[config.mk]
export PLATFORM = sky130hd
export DESIGN_NAME = memory_arbiter
export DESIGN_NICKNAME = d
export VERILOG_FILES = /design/src/cpu_pkg.sv /design/src/memory_arbiter.sv
export SDC_FILE = /design/constraint.sdc
export NUM_CORES = 1
export LEC_CHECK = 0
export BUFFER_PORTS_ARGS = -buffer_cell sky130_fd_sc_hd__buf_2
export CAP_MARGIN = 20
export CORE_AREA = 2 2 103 105
export CTS_BUF_LIST = sky130_fd_sc_hd__clkbuf_8
export CTS_CLUSTER_DIAMETER = 50
export DETAILED_ROUTE_END_ITERATION = 8
export DIE_AREA = 0 0 105 107
export PLACE_DENSITY = 0.48
export RECOVER_POWER = 50
export SLEW_MARGIN = 10
export SYNTH_ARGS = -nofsm -noshare
export SYNTH_HDL_FRONTEND = slang
export SYNTH_SLANG_ARGS = --single-unit
[constraint.sdc]
create_clock -name CLK -period 1.75 [get_ports CLK]
set_input_delay 0.35 -clock CLK [delete_from_list [all_inputs] [get_ports CLK]]
set_output_delay 0.35 -clock CLK [all_outputs]
set_load 0.005 [all_outputs]
[src/cpu_pkg.sv]
// shared word, register, opcode and select types for the pipelined core, used by scoped name
`default_nettype none

package cpu_pkg;

   typedef logic [31:0] word_t;
   typedef logic [4:0]  regbits_t;
   typedef logic [7:0]  mem_addr_t;   // word index into the 256-word memory

   typedef enum logic [5:0] {
      RTYPE = 6'b000000,
      ADDIU = 6'b001001,
      ORI   = 6'b001101,
      LUI   = 6'b001111,
      LW    = 6'b100011,
      SW    = 6'b101011,
      HALT  = 6'b111111
   } opcode_t;

   typedef enum logic [5:0] {
      SLL  = 6'b000000,
      ADDU = 6'b100001,
      SUBU = 6'b100011,
      AND  = 6'b100100,
      OR   = 6'b100101,
      SLT  = 6'b101010
   } funct_t;

   typedef enum logic [2:0] {
      ALU_ADD,
      ALU_SUB,
      ALU_AND,
      ALU_OR,
      ALU_SLT,
      ALU_SLL
   } alu_op_t;

   // second alu operand source
   typedef enum logic [1:0] {SRC_REG, SRC_IMM, SRC_UPPER} alu_src_t;

   // forwarding source for an EX operand
   typedef enum logic [1:0] {FWD_NONE, FWD_MEM, FWD_WB} fwd_sel_t;

endpackage

`default_nettype wire

[src/memory_arbiter.sv]
// fixed-priority arbiter, host over data over fetch, holding each four-phase exchange to the ram
`timescale 1ns/1ns
`default_nettype none

module memory_arbiter (
   input  logic               CLK,
   input  logic               rst,
   input  logic               host_req,
   input  logic               host_wen,
   input  cpu_pkg::mem_addr_t host_addr,
   input  cpu_pkg::word_t     host_wdata,
   output logic               host_ack,
   output cpu_pkg::word_t     host_rdata,
   input  logic               d_req,
   input  logic               d_wen,
   input  cpu_pkg::mem_addr_t d_addr,
   input  cpu_pkg::word_t     d_wdata,
   output logic               d_ack,
   output cpu_pkg::word_t     d_rdata,
   input  logic               i_req,
   input  cpu_pkg::mem_addr_t i_addr,
   output logic               i_ack,
   output cpu_pkg::word_t     i_rdata,
   output logic               m_req,
   output logic               m_wen,
   output cpu_pkg::mem_addr_t m_addr,
   output cpu_pkg::word_t     m_wdata,
   input  logic               m_ack,
   input  cpu_pkg::word_t     m_rdata
);

   typedef enum logic [1:0] {OWN_NONE, OWN_HOST, OWN_DATA, OWN_FETCH} owner_t;
   owner_t owner;

   always_ff @(posedge CLK) begin
      if (rst) begin
         owner <= OWN_NONE;
      end else if (owner == OWN_NONE) begin
         if (host_req)   owner <= OWN_HOST;
         else if (d_req) owner <= OWN_DATA;
         else if (i_req) owner <= OWN_FETCH;
      end else if (!m_req && !m_ack) begin
         owner <= OWN_NONE;   // whole req/ack cycle done
      end
   end

   always_comb begin
      m_req   = 1'b0;
      m_wen   = 1'b0;
      m_addr  = i_addr;
      m_wdata = d_wdata;
      case (owner)
         OWN_HOST: begin
            m_req   = host_req;
            m_wen   = host_wen;
            m_addr  = host_addr;
            m_wdata = host_wdata;
         end
         OWN_DATA: begin
            m_req  = d_req;
            m_wen  = d_wen;
            m_addr = d_addr;
         end
         OWN_FETCH: m_req = i_req;   // read only
         default:   m_req = 1'b0;
      endcase
   end

   assign host_ack   = (owner == OWN_HOST) & m_ack;
   assign d_ack      = (owner == OWN_DATA) & m_ack;
   assign i_ack      = (owner == OWN_FETCH) & m_ack;
   assign host_rdata = m_rdata;
   assign d_rdata    = m_rdata;
   assign i_rdata    = m_rdata;

   // grant cannot move while the memory request is up
   assert property (@(posedge CLK) disable iff (rst) m_req |=> owner == $past(owner));
   // every memory ack lands on the port that was requesting
   assert property (@(posedge CLK) disable iff (rst)
      m_ack |-> (host_ack && $past(host_req)) || (d_ack && $past(d_req)) ||
                (i_ack && $past(i_req)));

endmodule

`default_nettype wire

==> results.txt, run 1 <==
The run finished, with violations left. The checks that failed: setup timing. The count of buffers added on input and output ports is 140. In this run, CTS created clock tree buffers numbering 3. Worst reg2reg path startpoint: owner[1].

In this run, placement finished with an instance count of 367. Dividing the detail-routed via count by the number of cells gives 3.759. The share of the yosys chip area belonging to registers is 0.02707, and the number of DRC violations after detailed routing is 0. Number of detailed-route iterations in the first pass: 4. Row generation in the floorplan step produced 37 rows. Dividing the synthesized area by the synthesized cell count gives 7.867 um2. For the count of H-tree levels built during CTS, the log shows 1. The floorplan step defined a die boundary enclosing 11,240 um2. The die is 107 um tall.

For the initial cell density of the core, the log shows 0.1465. After synthesis the netlist holds a flip-flop and latch count of 2. Wire length after detailed routing: 5.699 mm. The path class of the lowest-slack min-delay path is in2reg. The root cell of the clock tree is sky130_fd_sc_hd__clkbuf_8. In the layout the commonest cells are sky130_fd_sc_hd__buf_2 (113), sky130_fd_sc_hd__mux2_4 (26), sky130_fd_sc_hd__buf_6 (26).

The cell count of the worst hold path was 3; the peak supply drop was 156.7 uV. The core utilization of the finished layout is 0.2177. The detailed router finished its first iteration with 71 violations. The power density over cell area was 571.9 nW/um2. The die width was 105 um; the ratio of cells with drive above 1 in the final layout was 0.8382. In this run, post-CTS hold repair placed 0 buffers. The clock input transition at the sequential cells of the worst setup and hold paths is 30 ps. The tools report the total setup violations reported at the end of the flow as 44. The library cell used most frequently in the layout, excluding fill and tap cells, is sky130_fd_sc_hd__buf_2.

The run gives -2551 ps as the total negative slack. The core region is 10,090 um2. 0 antenna diodes ended up in the layout. After synthesis the cells add up to 1479 um2. Counting flops per register, the top entry is owner. STA classifies the critical path endpoint as an output port. The clock reaches the later pin of the worst-skew pair after 210 ps.

Fraction of the cycle the final worst path needs: 1.053. The setup check on the worst reg-to-reg path leaves a slack of -40 ps. The number of antenna violations at the first check in global routing is 0, and the number of synthesis warnings is 0. The data required time of the critical path is 1400 ps. The path with the worst hold slack has its endpoint at owner[0].

The netlist uses 19 different library cells. After layout, the design draws a total of 0.001256 W. For the post-layout instance count excluding filler cells, the log shows 377.

The run gives -92.43 ps as the final setup slack of the worst path. The flip-flop count of the largest register, all copies and words added came out at 2. The max-slew headroom at the worst pin came out at 0.7596.

OpenSTA, run right after detailed placement, puts the worst setup slack at -10.17 ps. Entering global routing, the biggest net connects 21 pins. The tree built by TritonCTS fans out to 2 sinks. TritonCTS built the clock tree. The residual overflow from global routing is 0.

During I/O placement, the number of pins put on the boundary was 269. After technology mapping, the gate count stands at 188. Worst setup skew after layout: 1.147 ps. The top achievable clock speed came out at 542.8 MHz.

After legalization and detailed placement, the total HPWL measured 4.293 mm. Total vias in the final route: 1,417. The average routed wire per standard cell is 15.12 um. The setup path with the least slack is of type reg2out. The maximum buffer depth of the clock tree was 2. The maximum fanout count along the critical path is 20.

Max-cap violations in this run came to 0. The number of global-route vias before repair was 1,416; the minimum period implied by the final worst setup slack was 1842 ps. Setup repair after global routing could not meet its margin everywhere. In this run the critical register-to-register path is captured at owner[1]. In the final layout, the registers with the most flip-flops are owner x2. The run gives 0 as the final number of max-transition violations. The worst hold path startpoint is rst. In this run the static leakage power is 1.101 nW.

The worst register-to-register path has a depth of 8. The logs give 0.08765 for the global router's overall resource usage and 0 for the number of routed nets with antenna violations. At the worst endpoint, the arrival time is 1490 ps. The growth of design area from synthesis to finish came out at 48.56%. STA classifies the critical path startpoint as a flop.

The count of final hold-check violations was 0; the net count after synthesis was 321. The wire length of the first global-routing pass was 7.514 mm; the slew at the pin with the worst max-slew slack was 360.5 ps. The net count of the finished layout is 376.

The run gives 0.7345 as the final weighted congestion in routability-driven placement.
[layer usage]
layer  track usage  share of wire  vias up
met5             0              0        -
met1       0.08750           0.35      620
met4       0.04952          0.029        0
met3       0.03830           0.14       33
met2        0.1526           0.48      127
li1              -              -      637
[worst max path at each step]
| stage | from | end | slack [ps] | cells after the start |
|---|---|---|---|---|
| after floorplan | owner[0] | m_addr[5] | 90 | 6 |
| after global placement | owner[1] | m_wdata[3] | 20 | 5 |
| after detailed placement | owner[1] | m_wdata[3] | -10 | 5 |
| after CTS | owner[1] | m_wdata[30] | -130 | 6 |
| after global routing | owner[1] | m_wen | -140 | 6 |
| final | owner[1] | m_wdata[7] | -90 | 5 |
[timing repair]
item	4_1_cts	5_1_grt
pin swaps	3	4
gates cloned	3	0
buffers inserted	4	0
setup endpoints to repair	42	44
resized for setup	33	39
[logic make-up after synthesis]
group | synth area share
multiplexers | 0.2437
flip-flops | 0.02707
AND/OR/NAND/NOR | 0.06092
buffers and inverters | 0.5245
AO/OA/AOI/OAI | 0.1015
adder cells (fa/ha/maj) | 0.04230
[report_power, final]
part / internal (W) / leakage, nW / switching, W
sequential: 0.0000537 / 0.0175 / 0.0000101
clock: 0.000145 / 0.0216 / 0.0000353
combinational: 0.000629 / 1.06 / 0.000383
total: 0.000828 / 1.10 / 0.000429
[layout make-up]
type	count	area, um2
clock buffers	3	41.29
fillers	1134	7895
inverters	3	13.76
multi-input cells	79	840.8
flip-flops and latches	2	45.04
well taps	136	170.2
repair buffers	154	1086
[critical path, stage by stage, from the launching register on]
cell	delay [ps]
sky130_fd_sc_hd__dfxtp_2	320
sky130_fd_sc_hd__inv_4	80
sky130_fd_sc_hd__ha_4	190
sky130_fd_sc_hd__buf_12	200
sky130_fd_sc_hd__mux2_2	350
sky130_fd_sc_hd__buf_2	130
[synthesized netlist by cell type]
cell type | count | area (um2)
sky130_fd_sc_hd__mux2_2 | 32 | 360.4
sky130_fd_sc_hd__nor3_1 | 1 | 5.000
sky130_fd_sc_hd__or3_1 | 1 | 6.260
sky130_fd_sc_hd__dfxtp_1 | 2 | 40.04
sky130_fd_sc_hd__ha_1 | 5 | 62.56
sky130_fd_sc_hd__nor2b_1 | 1 | 6.260
sky130_fd_sc_hd__nor2_1 | 11 | 41.29
sky130_fd_sc_hd__o21ai_1 | 1 | 5.000
sky130_fd_sc_hd__buf_2 | 5 | 25.02
sky130_fd_sc_hd__a222oi_1 | 1 | 10.01
sky130_fd_sc_hd__a21oi_1 | 10 | 50.05
sky130_fd_sc_hd__a22oi_1 | 9 | 67.56
sky130_fd_sc_hd__buf_6 | 1 | 11.26
sky130_fd_sc_hd__a31o_1 | 2 | 17.52
sky130_fd_sc_hd__buf_4 | 96 | 720.7
sky130_fd_sc_hd__inv_1 | 3 | 11.26
sky130_fd_sc_hd__clkbuf_1 | 2 | 7.510
sky130_fd_sc_hd__nand2b_1 | 2 | 12.51
sky130_fd_sc_hd__and2_1 | 3 | 18.77
[per-stage QoR]
step | instance area, um2 | hold WS (ps)
after floorplan | 1479 | 502.2
after global placement | 1678 | 533.9
after detailed placement | 1678 | 556.4
after CTS | 1994 | 516.4
after global routing | 2197 | 525.8
final | 2197 | 515.5
(Power assumes the default switching activity.)
==> inputs of run 2 (changes only) <==
--- a/config.mk
+++ b/config.mk
@@ -5,14 +5,15 @@
 export SDC_FILE = /design/constraint.sdc
 export NUM_CORES = 1
 export LEC_CHECK = 0
+export ABC_AREA = 1
 export BUFFER_PORTS_ARGS = -buffer_cell sky130_fd_sc_hd__buf_2
 export CAP_MARGIN = 20
-export CORE_AREA = 2 2 103 105
+export CORE_AREA = 2 2 105 107
 export CTS_BUF_LIST = sky130_fd_sc_hd__clkbuf_8
 export CTS_CLUSTER_DIAMETER = 50
 export DETAILED_ROUTE_END_ITERATION = 8
-export DIE_AREA = 0 0 105 107
-export PLACE_DENSITY = 0.48
+export DIE_AREA = 0 0 107 109
+export PLACE_DENSITY = 0.47
 export RECOVER_POWER = 50
 export SLEW_MARGIN = 10
 export SYNTH_ARGS = -nofsm -noshare
==> results.txt, run 2 <==
The number of routed nets with antenna violations came out at 0 (unchanged). The design internal power is 0.0006072 W (-27%). The slew at the pin with the worst max-slew slack came out at 189.7 ps (-170.8 ps).

By instance count, the leading cell after synthesis is sky130_fd_sc_hd__nand2_1. Setup repair after global routing could not meet its margin everywhere. The logs give 23 (+9.5%) for the largest net degree at the start of global routing and 11,660 um2 (+3.8%) for the area of the die. The count of final hold-check violations is 0 (unchanged), and the share of the yosys chip area belonging to registers is 0.02634 (-0.0007353).

The total setup violations reported at the end of the flow came out at 0 (-100%). After synthesis, the largest family of logic cells by area is buffers and inverters. The run gives 0 (unchanged) as the residual overflow from global routing. The worst setup skew after layout was 2.063 ps (+0.9165 ps). The commonest non-fill, non-tap cell in the layout was sky130_fd_sc_hd__buf_2.

The number of DRC violations after detailed routing was 0 (unchanged). The number of global-route vias before repair was 1,524 (+7.6%); the number of design-rule violations left by the first detailed-router iteration was 56 (-21%). The share of synthesized cell area in and, or, nand and nor gates was 0.3292 (+0.2683); the number of synthesis warnings was 0 (unchanged). The number of enable flip-flop cells after synthesis was 0 (unchanged); the max-slew headroom at the worst pin was 0.8735 (+0.1139).

For the wire length after detailed routing, the log shows 5.412 mm (-5.0%). The count of antenna diodes in the layout was 0 (unchanged); the peak supply drop was 304.5 uV (+94%). Leaving out fill and tap cells, the most frequent cells in the layout are sky130_fd_sc_hd__buf_2 (139), sky130_fd_sc_hd__nand2_1 (115), sky130_fd_sc_hd__a21oi_1 (11). The fraction of the cycle the final worst path needs is 0.9760 (-0.07686).

STA classifies the critical path endpoint as an output port. The floorplan core area came out at 10,600 um2 (+5.1%). The run gives 0.7642 (+4.0%) as the final weighted congestion in routability-driven placement. The endpoint arrival time on the critical path is 1360 ps (-130 ps), and the number of detailed-route iterations in the first pass is 4 (unchanged). The largest registers in the layout are owner x2. The fraction of synthesized area in multiplexers was 0 (-0.2437); the number of distinct library cell variants in the gate-level netlist after synthesis was 13 (-6). The commonest cells after synthesis are sky130_fd_sc_hd__nand2_1 (119), sky130_fd_sc_hd__buf_4 (97), sky130_fd_sc_hd__a21oi_1 (19). The run gives 585.5 MHz (+7.9%) as the top achievable clock speed. The clock input transition at the sequential cells of the worst setup and hold paths was 30 ps (about the same); the growth of design area from synthesis to finish was 29.14%.

owner holds more flip-flops than any other register. The tools report the wire length of the first global-routing pass as 7.383 mm (-1.7%). The gate count of the mapped netlist was 276 (+47%). Category of the worst setup path launch point: a flop. The fraction of synthesized cell area in xor and xnor cells came out at 0 (unchanged). The count of H-tree levels built during CTS was 1 (unchanged); the post-synthesis adder-cell area fraction was 0.04115 (-0.001149). The clock latency of the later-clocked register in the worst-skew pair is 220 ps (about the same), and the compound-cell area share of the yosys netlist is 0.06749 (-0.03403).

The cell taking the most area after synthesis was sky130_fd_sc_hd__buf_4. For the post-place setup slack, the log shows 50.04 ps (+60.21 ps). The tightest min-delay check is of the in2reg type. The flow ran to the end, and the final reports show no timing, DRC or antenna violations.

Routed via count divided by cell count: 3.548 (-5.6%). TritonCTS built the clock tree. The tools report the number of top-level pins as 269 (unchanged). CTS placed an instance of sky130_fd_sc_hd__clkbuf_8 at the clock tree root. For the number of fillers in the final layout, the log shows 1,237 (+9.1%). The total number of nets in the final design is 460 (+22%), and the final setup slack of the worst path is 42.08 ps (+134.5 ps).

The total vias in the final route is 1,650 (+16%), and the reported leakage power is 1.192 nW (+8.3%). The number of buffers created by CTS was 3 (unchanged); the total half-perimeter wirelength after legalization and detailed placement was 4.198 mm (-2.2%). For the part of the total power dissipated in sequential elements, the log shows 0.054 (+0.003). In the post-synthesis netlist, the biggest area contributors are sky130_fd_sc_hd__buf_4 (48%), sky130_fd_sc_hd__nand2_1 (29%), sky130_fd_sc_hd__a21oi_1 (6.3%), sky130_fd_sc_hd__ha_1 (4.1%), sky130_fd_sc_hd__inv_1 (2.7%).

Internal reg-to-reg setup slack: 400 ps (+440 ps). The clock sink total was 2 (unchanged); the final number of max-transition violations was 0 (unchanged). For the total of max-cap violations, the log shows 0 (unchanged). The share of flip-flops with an asynchronous set or reset after synthesis is 0 (unchanged), and the proportion of total power due to net switching is 0.4184 (+0.07714). The average routed wire per standard cell was 11.64 um (-23%); the average size of a mapped cell was 5.508 um2 (-30%). The maximum fanout count along the critical path is 8 (-60%).

The primary flip-flop cell chosen by synthesis mapping was sky130_fd_sc_hd__dfxtp_1. The net count after synthesis was 409 (+27%); the flip-flop count of the largest register, all copies and words added was 2 (unchanged). The data required time of the critical path was 1400 ps (about the same); the power density over cell area was 531.8 nW/um2 (-7.0%).

The share of Yosys cell area claimed by the top area cell type came out at 0.4790 (-0.008297). The run gives 2 (unchanged) as the maximum buffer depth of the clock tree. The start-to-end type of the worst setup path is reg2out. The tools report the worst hold path startpoint as rst. The global router's overall resource usage was 0.08168 (-0.005966); the die outline height was 109 um (+1.9%).

Count of buffers from port buffering: 140 (unchanged). Proportion of power drawn by the clock network: 0.179 (+0.035). The number of antenna violations at the first check in global routing is 0 (unchanged), and the die width is 107 um (+1.9%). The core utilization of the finished layout was 0.1852 (-0.03255). The run gives 38 (+2.7%) as the placement row count. The ratio of cells with drive above 1 in the final layout works out to 0.5569 (-0.2813).

The tools report the worst reg2reg path startpoint as owner[1]. The synthesized area was 1520 um2 (+2.8%); the total negative slack was 0 ps (+2551 ps). The critical path starts at owner[0]. The part of the total power dissipated in combinational logic came out at 0.767 (-0.039). The count of state elements after synthesis is 2 (unchanged).

For the switching power, the log shows 0.0004368 W (+1.9%). Minimum period implied by the final worst setup slack: 1708 ps (-134.5 ps). The initial cell density of the core was 0.1434 (-0.003161).
[run 2: cell types whose count changed in the layout (fill, tap and decap cells not counted), sizes merged, moves of 3 or more]
| cell | delta |
|---|---|
| inv | +8 |
| nand2 | +120 |
| buf | -3 |
| a21oi | +9 |
| a22oi | -9 |
| and2 | -3 |
| mux2 | -32 |
[run 2: layer usage]
metal,track usage,vias up,routed length [um]
met5,0,-,0
met4,0.04638,0,197
met1,0.07580,687,1875
met3,0.02630,31,541
li1,-,835,-
met2,0.1570,97,2798
[run 2: cells by family after synthesis]
group,after synthesis
buffers and inverters,118
and+or+nand+nor,131
DFF,2
AOI/OAI and AO/OA,20
adders and majority gates,5
[run 2: timing repair]
item,in CTS,in global routing
pin swaps,0,1
endpoints found under the setup margin,43,12
hold buffers,0,0
setup buffers,0,3
cloned,1,2
resized for setup,18,15
[run 2: layout make-up]
class	count	area [um2]	share of cell area
Timing Repair Buffer	152	900.9	0.4589
Multi-Input combinational cell	156	750.7	0.3824
Clock buffer	3	41.29	0.02103
Inverter	12	52.55	0.02677
Sequential cell	2	42.54	0.02167
Tap cell	140	175.2	0.08923
[run 2: per-stage QoR]
step / hold slack, ps / power (W) / std cells / cell area (um2)
2_1_floorplan: 419.1 / 0.0005351 / 276 / 1520
3_3_place_gp: 538.4 / 0.0007081 / 456 / 1699
3_5_place_dp: 540.1 / 0.0007157 / 456 / 1699
4_1_cts: 312.8 / 0.0009844 / 460 / 1831
5_1_grt: 321.6 / 0.001153 / 465 / 1963
6_report: 307.5 / 0.001044 / 465 / 1963
[run 2: power groups by stage]
| stage | sequential (W) | combinational (W) | clock, W |
|---|---|---|---|
| after global placement | 0.0000539 | 0.000654 | 0 |
| after floorplan | 0.0000561 | 0.000479 | 0 |
| after CTS | 0.0000559 | 0.000735 | 0.000194 |
| after global routing | 0.0000567 | 0.000899 | 0.000197 |
| after detailed placement | 0.0000544 | 0.000661 | 0 |
| final | 0.0000562 | 0.000801 | 0.000187 |
[run 2: path summary, 6_finish.rpt]
check        cells past startpoint     endpoint
min                              2     owner[1]
max                              7  m_wdata[24]
max reg2reg                     10     owner[0]
min reg2reg                      3     owner[0]
[run 2: worst max-delay path, cell delays in order (launching register included)]
cell                        delay (ps)
sky130_fd_sc_hd__dfxtp_2           310
sky130_fd_sc_hd__buf_6             120
sky130_fd_sc_hd__ha_4              190
sky130_fd_sc_hd__inv_4             120
sky130_fd_sc_hd__clkbuf_16         170
sky130_fd_sc_hd__nand2_1            50
sky130_fd_sc_hd__nand2_1            60
sky130_fd_sc_hd__buf_2             120
