--- src/cpu_pkg.sv ---
// shared word, register, opcode and select types for the pipelined core, used by scoped name
`default_nettype none

package cpu_pkg;

   typedef logic [31:0] word_t;
   typedef logic [4:0]  regbits_t;
   typedef logic [7:0]  mem_addr_t;   // word index into the 256-word memory

   typedef enum logic [5:0] {
      RTYPE = 6'b000000,
      ADDIU = 6'b001001,
      ORI   = 6'b001101,
      LUI   = 6'b001111,
      LW    = 6'b100011,
      SW    = 6'b101011,
      HALT  = 6'b111111
   } opcode_t;

   typedef enum logic [5:0] {
      SLL  = 6'b000000,
      ADDU = 6'b100001,
      SUBU = 6'b100011,
      AND  = 6'b100100,
      OR   = 6'b100101,
      SLT  = 6'b101010
   } funct_t;

   typedef enum logic [2:0] {
      ALU_ADD,
      ALU_SUB,
      ALU_AND,
      ALU_OR,
      ALU_SLT,
      ALU_SLL
   } alu_op_t;

   // second alu operand source
   typedef enum logic [1:0] {SRC_REG, SRC_IMM, SRC_UPPER} alu_src_t;

   // forwarding source for an EX operand
   typedef enum logic [1:0] {FWD_NONE, FWD_MEM, FWD_WB} fwd_sel_t;

endpackage

`default_nettype wire

--- src/alu.sv ---
// combinational ALU of the EX stage, driven by the ID/EX latch and the forwarding muxes
`timescale 1ns/1ns
`default_nettype none

module alu (
   input  cpu_pkg::word_t   op1,
   input  cpu_pkg::word_t   op2,
   input  logic [4:0]       shamt,
   input  cpu_pkg::alu_op_t alu_op,
   output cpu_pkg::word_t   res
);

   always_comb begin
      case (alu_op)
         cpu_pkg::ALU_ADD: res = op1 + op2;
         cpu_pkg::ALU_SUB: res = op1 - op2;
         cpu_pkg::ALU_AND: res = op1 & op2;
         cpu_pkg::ALU_OR:  res = op1 | op2;
         cpu_pkg::ALU_SLT: res = {31'b0, $signed(op1) < $signed(op2)};  // signed compare
         cpu_pkg::ALU_SLL: res = op2 << shamt;                          // rt shifted, as mips
         default:          res = op1 + op2;
      endcase
   end

endmodule

`default_nettype wire

--- src/register_file.sv ---
// 32x32 register file read in ID and written from WB, with write-to-read bypass
`timescale 1ns/1ns
`default_nettype none

module register_file (
   input  logic               CLK,
   input  logic               rst,
   input  logic               wen,
   input  cpu_pkg::regbits_t  wsel,
   input  cpu_pkg::word_t     wdat,
   input  cpu_pkg::regbits_t  rsel1,
   input  cpu_pkg::regbits_t  rsel2,
   output cpu_pkg::word_t     rdat1,
   output cpu_pkg::word_t     rdat2
);

   cpu_pkg::word_t regs [32];
   logic           wr_live;

   assign wr_live = wen && (wsel != 5'd0);   // $0 is never written

   always_ff @(posedge CLK) begin
      if (rst) begin
         for (int i = 0; i < 32; i++) begin
            regs[i] <= '0;
         end
      end else if (wr_live) begin
         regs[wsel] <= wdat;
      end
   end

   // a same-cycle write shows through, so WB needs no forwarding into ID
   assign rdat1 = (wr_live && wsel == rsel1) ? wdat : regs[rsel1];
   assign rdat2 = (wr_live && wsel == rsel2) ? wdat : regs[rsel2];

endmodule

`default_nettype wire

--- src/control_unit.sv ---
// instruction decoder of the ID stage, turns the IF/ID word into control fields and selects
`timescale 1ns/1ns
`default_nettype none

module control_unit (
   input  cpu_pkg::word_t     instr,
   output cpu_pkg::alu_op_t   alu_op,
   output cpu_pkg::alu_src_t  alu_src,
   output logic               ext_sign,
   output logic               regwr,
   output logic               memtoreg,
   output logic               dmem_ren,
   output logic               dmem_wen,
   output logic               halt,
   output cpu_pkg::regbits_t  rs,
   output cpu_pkg::regbits_t  rt,
   output cpu_pkg::regbits_t  wsel,
   output logic [4:0]         shamt,
   output logic [15:0]        imm16
);

   assign rs    = instr[25:21];
   assign rt    = instr[20:16];
   assign shamt = instr[10:6];
   assign imm16 = instr[15:0];

   always_comb begin
      // anything not listed below falls through as a no-op
      alu_op   = cpu_pkg::ALU_ADD;
      alu_src  = cpu_pkg::SRC_IMM;
      ext_sign = 1'b1;
      regwr    = 1'b0;
      memtoreg = 1'b0;
      dmem_ren = 1'b0;
      dmem_wen = 1'b0;
      halt     = 1'b0;
      wsel     = instr[20:16];   // rt for i-type
      case (instr[31:26])
         cpu_pkg::RTYPE: begin
            alu_src = cpu_pkg::SRC_REG;
            wsel    = instr[15:11];   // rd
            regwr   = 1'b1;
            case (instr[5:0])
               cpu_pkg::ADDU: alu_op = cpu_pkg::ALU_ADD;
               cpu_pkg::SUBU: alu_op = cpu_pkg::ALU_SUB;
               cpu_pkg::AND:  alu_op = cpu_pkg::ALU_AND;
               cpu_pkg::OR:   alu_op = cpu_pkg::ALU_OR;
               cpu_pkg::SLT:  alu_op = cpu_pkg::ALU_SLT;
               cpu_pkg::SLL:  alu_op = cpu_pkg::ALU_SLL;
               default:       regwr  = 1'b0;
            endcase
         end
         cpu_pkg::ADDIU: regwr = 1'b1;
         cpu_pkg::ORI: begin
            alu_op   = cpu_pkg::ALU_OR;
            ext_sign = 1'b0;
            regwr    = 1'b1;
         end
         cpu_pkg::LUI: begin
            alu_op  = cpu_pkg::ALU_OR;   // 0 | upper immediate
            alu_src = cpu_pkg::SRC_UPPER;
            regwr   = 1'b1;
         end
         cpu_pkg::LW: begin
            regwr    = 1'b1;
            memtoreg = 1'b1;
            dmem_ren = 1'b1;
         end
         cpu_pkg::SW:   dmem_wen = 1'b1;
         cpu_pkg::HALT: halt     = 1'b1;
         default:       regwr    = 1'b0;
      endcase
   end

endmodule

`default_nettype wire

--- src/hazard_unit.sv ---
// forwarding selects for EX and the load-use stall request for ID, from latch register fields
`timescale 1ns/1ns
`default_nettype none

module hazard_unit (
   input  cpu_pkg::regbits_t  id_rs,
   input  cpu_pkg::regbits_t  id_rt,
   input  cpu_pkg::regbits_t  ex_rs,
   input  cpu_pkg::regbits_t  ex_rt,
   input  logic               ex_load,
   input  cpu_pkg::regbits_t  ex_wsel,
   input  cpu_pkg::regbits_t  mem_wsel,
   input  logic               mem_regwr,
   input  cpu_pkg::regbits_t  wb_wsel,
   input  logic               wb_regwr,
   output cpu_pkg::fwd_sel_t  fwd_op1,
   output cpu_pkg::fwd_sel_t  fwd_op2,
   output logic               load_stall
);

   // newest producer wins, so MEM is checked before WB
   function automatic cpu_pkg::fwd_sel_t pick(input cpu_pkg::regbits_t src);
      cpu_pkg::fwd_sel_t sel;
      sel = cpu_pkg::FWD_NONE;
      if (src != 5'd0) begin
         if (mem_regwr && mem_wsel == src) begin
            sel = cpu_pkg::FWD_MEM;
         end else if (wb_regwr && wb_wsel == src) begin
            sel = cpu_pkg::FWD_WB;
         end
      end
      return sel;
   endfunction

   assign fwd_op1 = pick(ex_rs);
   assign fwd_op2 = pick(ex_rt);

   // lw result only exists after MEM, one bubble lets WB forward it
   assign load_stall = ex_load && (ex_wsel != 5'd0) &&
                       (ex_wsel == id_rs || ex_wsel == id_rt);

endmodule

`default_nettype wire

--- src/datapath.sv ---
// five-stage core: PC, pipeline latches, operand muxes and the fetch and data request sides
`timescale 1ns/1ns
`default_nettype none

module datapath #(
   parameter cpu_pkg::word_t PC_INIT = 32'h0
) (
   input  logic               CLK,
   input  logic               rst,
   input  logic               run,
   output logic               i_req,
   output cpu_pkg::mem_addr_t i_addr,
   input  logic               i_ack,
   input  cpu_pkg::word_t     i_rdata,
   output logic               d_req,
   output logic               d_wen,
   output cpu_pkg::mem_addr_t d_addr,
   output cpu_pkg::word_t     d_wdata,
   input  logic               d_ack,
   input  cpu_pkg::word_t     d_rdata,
   output logic               halted
);

   // decode
   cpu_pkg::alu_op_t  cu_alu_op;
   cpu_pkg::alu_src_t cu_alu_src;
   logic              cu_ext_sign, cu_regwr, cu_memtoreg, cu_ren, cu_wen, cu_halt;
   cpu_pkg::regbits_t cu_rs, cu_rt, cu_wsel;
   logic [4:0]        cu_shamt;
   logic [15:0]       cu_imm16;
   cpu_pkg::word_t    rdat1, rdat2, imm_ext;
   cpu_pkg::fwd_sel_t fwd_op1, fwd_op2;
   logic              load_stall;

   // fetch / data handshake state
   cpu_pkg::word_t    pc, fetch_buf, d_load;
   logic              fetch_valid, halt_seen, d_done;
   logic              stop_fetch, mem_op, advance;

   // latches named by stage pair
   cpu_pkg::word_t    fd_instr;
   cpu_pkg::word_t    de_rdat1, de_rdat2, de_imm;
   logic [4:0]        de_shamt;
   cpu_pkg::alu_op_t  de_alu_op;
   cpu_pkg::alu_src_t de_alu_src;
   cpu_pkg::regbits_t de_rs, de_rt, de_wsel;
   logic              de_regwr, de_memtoreg, de_ren, de_wen, de_halt;
   cpu_pkg::word_t    em_alu, em_store;
   cpu_pkg::regbits_t em_wsel;
   logic              em_regwr, em_memtoreg, em_ren, em_wen, em_halt;
   cpu_pkg::word_t    mw_result;
   cpu_pkg::regbits_t mw_wsel;
   logic              mw_regwr;

   cpu_pkg::word_t    op1, op2_reg, op2, alu_res;

   control_unit cu_inst (
      .instr(fd_instr), .alu_op(cu_alu_op), .alu_src(cu_alu_src), .ext_sign(cu_ext_sign),
      .regwr(cu_regwr), .memtoreg(cu_memtoreg), .dmem_ren(cu_ren), .dmem_wen(cu_wen),
      .halt(cu_halt), .rs(cu_rs), .rt(cu_rt), .wsel(cu_wsel), .shamt(cu_shamt),
      .imm16(cu_imm16)
   );

   register_file rf_inst (
      .CLK(CLK), .rst(rst), .wen(mw_regwr), .wsel(mw_wsel), .wdat(mw_result),
      .rsel1(cu_rs), .rsel2(cu_rt), .rdat1(rdat1), .rdat2(rdat2)
   );

   hazard_unit hz_inst (
      .id_rs(cu_rs), .id_rt(cu_rt), .ex_rs(de_rs), .ex_rt(de_rt), .ex_load(de_ren),
      .ex_wsel(de_wsel), .mem_wsel(em_wsel), .mem_regwr(em_regwr), .wb_wsel(mw_wsel),
      .wb_regwr(mw_regwr), .fwd_op1(fwd_op1), .fwd_op2(fwd_op2), .load_stall(load_stall)
   );

   alu alu_inst (.op1(op1), .op2(op2), .shamt(de_shamt), .alu_op(de_alu_op), .res(alu_res));

   //////////////////////////////////////////////////////////////////////
   // handshakes and stall
   //////////////////////////////////////////////////////////////////////
   assign stop_fetch = halt_seen | cu_halt;   // nothing past halt is fetched
   assign mem_op     = em_ren | em_wen;
   assign advance    = run & (fetch_valid | stop_fetch) & (~mem_op | d_done);

   assign i_addr  = pc[9:2];
   assign d_addr  = em_alu[9:2];
   assign d_wen   = em_wen;
   assign d_wdata = em_store;

   always_ff @(posedge CLK) begin
      if (rst) begin
         pc          <= PC_INIT;
         i_req       <= 1'b0;
         fetch_valid <= 1'b0;
         halt_seen   <= 1'b0;
         d_req       <= 1'b0;
         d_done      <= 1'b0;
      end else begin
         if (i_req && i_ack) begin
            i_req       <= 1'b0;
            fetch_valid <= 1'b1;
            fetch_buf   <= i_rdata;
         end else if (run && !i_req && !i_ack && !fetch_valid && !stop_fetch) begin
            i_req <= 1'b1;
         end
         if (d_req && d_ack) begin
            d_req  <= 1'b0;
            d_done <= 1'b1;
            d_load <= d_rdata;
         end else if (mem_op && !d_req && !d_ack && !d_done) begin
            d_req <= 1'b1;   // one transaction per lw/sw in MEM
         end
         if (advance) begin
            d_done <= 1'b0;
         end
         if (advance && !load_stall) begin
            fetch_valid <= 1'b0;
            if (!stop_fetch) begin
               pc <= pc + 32'd4;
            end
            if (cu_halt) begin
               halt_seen <= 1'b1;
            end
         end
      end
   end

   //////////////////////////////////////////////////////////////////////
   // EX operand muxes
   //////////////////////////////////////////////////////////////////////
   assign imm_ext = cu_ext_sign ? {{16{cu_imm16[15]}}, cu_imm16} : {16'b0, cu_imm16};

   always_comb begin
      case (fwd_op1)
         cpu_pkg::FWD_MEM: op1 = em_alu;
         cpu_pkg::FWD_WB:  op1 = mw_result;
         default:          op1 = de_rdat1;
      endcase
      case (fwd_op2)
         cpu_pkg::FWD_MEM: op2_reg = em_alu;
         cpu_pkg::FWD_WB:  op2_reg = mw_result;
         default:          op2_reg = de_rdat2;
      endcase
      case (de_alu_src)
         cpu_pkg::SRC_IMM:   op2 = de_imm;
         cpu_pkg::SRC_UPPER: op2 = {de_imm[15:0], 16'b0};   // lui
         default:            op2 = op2_reg;
      endcase
   end

   //////////////////////////////////////////////////////////////////////
   // pipeline latches that move only on advance
   //////////////////////////////////////////////////////////////////////
   always_ff @(posedge CLK) begin
      if (rst) begin
         fd_instr <= '0;
         de_regwr <= 1'b0;
         de_ren   <= 1'b0;
         de_wen   <= 1'b0;
         de_halt  <= 1'b0;
         em_regwr <= 1'b0;
         em_ren   <= 1'b0;
         em_wen   <= 1'b0;
         em_halt  <= 1'b0;
         mw_regwr <= 1'b0;
         halted   <= 1'b0;
      end else if (advance) begin
         if (!load_stall) begin
            fd_instr <= stop_fetch ? '0 : fetch_buf;   // nop once halt is in ID
         end
         de_rdat1    <= rdat1;
         de_rdat2    <= rdat2;
         de_imm      <= imm_ext;
         de_shamt    <= cu_shamt;
         de_alu_op   <= cu_alu_op;
         de_alu_src  <= cu_alu_src;
         de_rs       <= cu_rs;
         de_rt       <= cu_rt;
         de_wsel     <= cu_wsel;
         de_memtoreg <= cu_memtoreg;
         de_regwr    <= cu_regwr & ~load_stall;   // bubble on load-use
         de_ren      <= cu_ren & ~load_stall;
         de_wen      <= cu_wen & ~load_stall;
         de_halt     <= cu_halt & ~load_stall;
         em_alu      <= alu_res;
         em_store    <= op2_reg;
         em_wsel     <= de_wsel;
         em_regwr    <= de_regwr;
         em_memtoreg <= de_memtoreg;
         em_ren      <= de_ren;
         em_wen      <= de_wen;
         em_halt     <= de_halt;
         mw_result   <= em_memtoreg ? d_load : em_alu;
         mw_wsel     <= em_wsel;
         mw_regwr    <= em_regwr;
         if (em_halt) begin
            halted <= 1'b1;   // halt entering WB
         end
      end
   end

   // req and its request fields hold until the ack is seen
   assert property (@(posedge CLK) disable iff (rst)
      i_req && !i_ack |=> i_req && $stable(i_addr));
   assert property (@(posedge CLK) disable iff (rst)
      d_req && !d_ack |=> d_req && $stable(d_addr) && $stable(d_wen) && $stable(d_wdata));

endmodule

`default_nettype wire

--- config.mk ---
export PLATFORM = sky130hd
export DESIGN_NAME = datapath
export DESIGN_NICKNAME = d
export VERILOG_FILES = /design/src/cpu_pkg.sv /design/src/alu.sv /design/src/register_file.sv /design/src/control_unit.sv /design/src/hazard_unit.sv /design/src/datapath.sv
export SDC_FILE = /design/constraint.sdc
export NUM_CORES = 2
export LEC_CHECK = 0
export BUFFER_PORTS_ARGS = -buffer_cell sky130_fd_sc_hd__buf_2
export CAP_MARGIN = 20
export CORE_AREA = 2 2 436 438
export DETAILED_ROUTE_END_ITERATION = 10
export DIE_AREA = 0 0 438 440
export PLACE_DENSITY_LB_ADDON = 0.25
export SLEW_MARGIN = 20
export SYNTH_ARGS = -nofsm -noshare
export SYNTH_HDL_FRONTEND = slang
export SYNTH_SLANG_ARGS = --single-unit
--- constraint.sdc ---
create_clock -name CLK -period 13.35 [get_ports CLK]
set_input_delay 2.0025 -clock CLK [delete_from_list [all_inputs] [get_ports CLK]]
set_output_delay 2.0025 -clock CLK [all_outputs]
set_load 0.03 [all_outputs]
==> impl_metrics.yaml <==
yosys:
  yosys_warnings: 0
  synth_cell_types: 94
  synth-main-ff-cell: "edfxtp_1"
  synth-edff-count: 1297
  async_flop_share_pct: 0
  netlist_area_sq_mm: 0.0747
  ys_seq_elements: 1352
  synth_cells: 5257
  syn_avg_cell_area_sq_um: 14.2
  yosys.area.top_type: "edfxtp_1"
  yosys-top-cells-area: "edfxtp_1, mux4_2, and2_1"
  synth_top_area_share_pct: 52.1
  yosysSeqAreaShare_pct: 53.6
sta:
  drv_slew: 0
  tns_ps: 0
  setup_viol: 0
  setup_slack_ps: 6370
  hold_ws_ps: 425
  period_minus_slack_ps: 6980
  finalCritPeriodShare_pct: 52.3
  worst_pin_slew_ps: 1200
  finClkSkew_ps: 45.8
  max_freq_ghz: 0.143
  hold_viol: 0
  slew_headroom_pct: 19.6
  rsz0062_at_grt: "no"
power:
  combPwrFrac_pct: 5.7
  intPower_mw: 7.39
  swShare_pct: 23.5
  vdd_drop_max_mv: 0.145
  seqPwrFrac_pct: 50.0
  p_clk_share_pct: 44.3
  power_density_mw_per_mm2: 116
  p_sw_mw: 2.27
  p_leak_nw: 28.7
final_layout:
  utilization_pct: 44.2
  stdcell_count: 7880
  syn_to_final_growth_pct: 11.5
  fin_nets: 5412
  drive_gt1_share_pct: 25.3
  seq_area_sq_mm: 0.0401
  fillers: 16761
  multi_input_area_sq_mm: 0.0326
run_status:
  status: "complete, no violations"
drt:
  wl_per_cell_um: 32.6
  met2_length_um: 124000
  drtIter0Drc: 6515
  first_pass_iters: 6
  drt_wl_total_um: 257000
  highest_layer: "met5"
  vias: 48038
  drc: 0
  met3_length_um: 20600
  met1_length_um: 99800
  antenna_left: 0
  via_per_inst: 6.10
clock_network:
  cts_setup_buffers: 0
  cts_buffer_depth: 3
  htreeDepth: 4
  cts_tree: "built"
  numCtsBuffers: 155
  clk_latency_ps: 840
  clockRootBuffer: "clkbuf_16"
  cts_hold_buf: 0
  cts.sinks: 1352
  cts.clk_slew.worst_paths_ps: 60
  cts_resized: 0
global_routing:
  grt_pass1_wl_um: 359000
  gr-total-overflow: 0
  antenna_found_initial: 7
  grt_use_total_pct: 26.4
  grt_pass1_vias: 47662
  grt_max_degree: 114
place:
  dpl.hpwl_um: 162000
  placed_cells: 7591
  place.gp.congestion: 0.943
  portBuffers: 120
  dp_slack_ps: 6490
setup_path:
  timing.rr.start: "de_rt[1]$_DFFE_PP_"
  cp_max_fo: 28
  r2r_slack_ps: 6370
  startpoint_type: "flop"
  reg2reg_to: "em_alu[29]$_DFFE_PP_"
  end_kind: "flop"
  cp_data_required_time_ps: 13870
  critPathKind: "flop to flop"
  critPathArrivalTime_ps: 7500
  rr_worst_depth: 21
floorplanning:
  ioPinCount: 121
  core-area_sq_mm: 0.189
  start_util_pct: 39.6
  die_w_um: 438
  rows: 160
  die_h_um: 440
  die-area_sq_mm: 0.193
hold_path:
  hp-start: "de_memtoreg$_DFFE_PP_"
  hp-class: "flop to flop"
  min_path_cells: 0
  min_to: "em_memtoreg$_DFFE_PP_"
run:
  drv_cap: 0
## placed cells by master, fill, tap and decap left out, types with 38 or more instances in the layout
master     netlist  final
mux4_2         653    653
a22oi_1         41     41
inv_1          112    112
edfxtp_1      1297   1297
nor2_1         225    190
mux2_2          74     74
dfxtp_1         55     45
clkbuf_16        0    157
clkinv_1         1     38
o21ai_0        101    101
and2_1        1003   1003
a22o_1          60     60
ha_1           103    102
buf_4           10    173
buf_2           33    119
nand2_1        144    144
mux2i_1        105    105
a21oi_1        214    214
## flip-flops by register name, indices dropped and copies added (netlist names), 3 cells and up
register / flops
d_load: 32
pc: 8
em_alu: 32
d_wdata: 32
mw_result: 32
em_wsel: 5
de_rs: 5
mw_wsel: 5
fd_instr: 32
de_rdat1: 32
de_rt: 5
de_rdat2: 32
de_alu_op: 3
fetch_buf: 32
de_wsel: 5
de_imm: 17
rf_inst.regs: 1024
## cell families (layout without fill, tap and decap cells)
group                    Yosys count  in the layout  synth area share, %
AND/OR/NAND/NOR                 1605           1605                 12.2
XOR/XNOR                          64             64                0.750
flip-flops                      1352           1352                 53.6
AO/OA/AOI/OAI                    673            673                 6.15
buffers and inverters            623            698                 3.28
other                              1             38              0.00502
multiplexers                     834            834                 22.2
adder cells (fa/ha/maj)          105            105                 1.78
## cells in the mapped netlist, types with 12 or more instances
| cell type | instances |
|---|---|
| edfxtp_1 | 1297 |
| and2_1 | 1003 |
| mux4_2 | 653 |
| clkbuf_1 | 380 |
| nor2_1 | 225 |
| a21oi_1 | 214 |
| nand2_1 | 144 |
| inv_1 | 112 |
| mux2i_1 | 105 |
| ha_1 | 103 |
| o21ai_0 | 101 |
| buf_1 | 79 |
| mux2_2 | 74 |
| a22o_1 | 60 |
| dfxtp_1 | 55 |
| a22oi_1 | 41 |
| or2_2 | 37 |
| xnor2_1 | 36 |
| buf_2 | 33 |
| nor3_1 | 28 |
| xor2_1 | 28 |
| nand2b_1 | 26 |
| a221o_1 | 25 |
| nand3_1 | 24 |
| nor2b_1 | 24 |
| o22ai_1 | 23 |
| a211oi_1 | 22 |
| o221ai_1 | 19 |
| and3_1 | 15 |
| a21o_1 | 14 |
| nand3b_1 | 14 |
| nand4_1 | 14 |
| or3_1 | 14 |
| o211ai_1 | 13 |
| o21bai_1 | 13 |
| a211o_1 | 12 |
## power groups by stage
stage                     clock, mW  combinational [mW]  sequential, mW
after floorplan                   0               0.326            4.89
after global placement            0               0.544            4.90
after detailed placement          0               0.546            4.91
after CTS                      4.34               0.548            4.82
after global routing           4.50               0.575            4.84
final                          4.28               0.554            4.82
## worst max-delay path, cell delays in order, from the launching register on
cell and delay, ps:
edfxtp_1 440, xor2_1 200, nor4_1 70, and3_1 170, or4_1 590, ha_1 330
buf_4 230, inv_1 250, buf_4 370, mux2_2 400, a22o_1 230, ha_1 520
nand2_1 100, a2111oi_0 320, o21ai_1 210, a2111oi_1 970, nor4bb_1 240, o31ai_1 460
a211o_1 210, a31oi_1 50, a31oi_1 170, o221ai_1 150
## metrics by stage
stage | area [sq um] | total power [mW]
2_1_floorplan | 74800 | 5.21
3_3_place_gp | 78300 | 5.45
3_5_place_dp | 78300 | 5.46
4_1_cts | 83300 | 9.71
5_1_grt | 83300 | 9.91
6_report | 83300 | 9.66
## worst max-delay path by stage
stage	end	cells after the start	start
finish	em_alu[29]$_DFFE_PP_	21	de_rt[1]$_DFFE_PP_
global route	em_alu[29]$_DFFE_PP_	22	de_rt[1]$_DFFE_PP_
CTS	em_alu[29]$_DFFE_PP_	21	de_rt[1]$_DFFE_PP_
detailed placement	em_alu[29]$_DFFE_PP_	21	de_rt[1]$_DFFE_PP_
global placement	em_alu[29]$_DFFE_PP_	21	de_rt[1]$_DFFE_PP_
floorplan	d_wdata[0]$_DFFE_PP_	4	rst
## final cells by class
| class | count | area share [%] |
|---|---|---|
| repair buffers | 300 | 2.45 |
| flip-flops and latches | 1352 | 48.1 |
| inverters | 116 | 0.523 |
| clock buffers | 188 | 4.85 |
| diodes | 6 | 0.0180 |
| clock inverters | 94 | 1.14 |
| multi-input cells | 3313 | 39.1 |
| well taps | 2511 | 3.77 |
## routing by layer
layer / global-route usage, % / vias up
met3: 5.03 / 594
met2: 43.3 / 2288
met5: 0 / -
met1: 34.2 / 25032
li1: - / 20118
met4: 11.3 / 6
(Power assumes the default switching activity.)
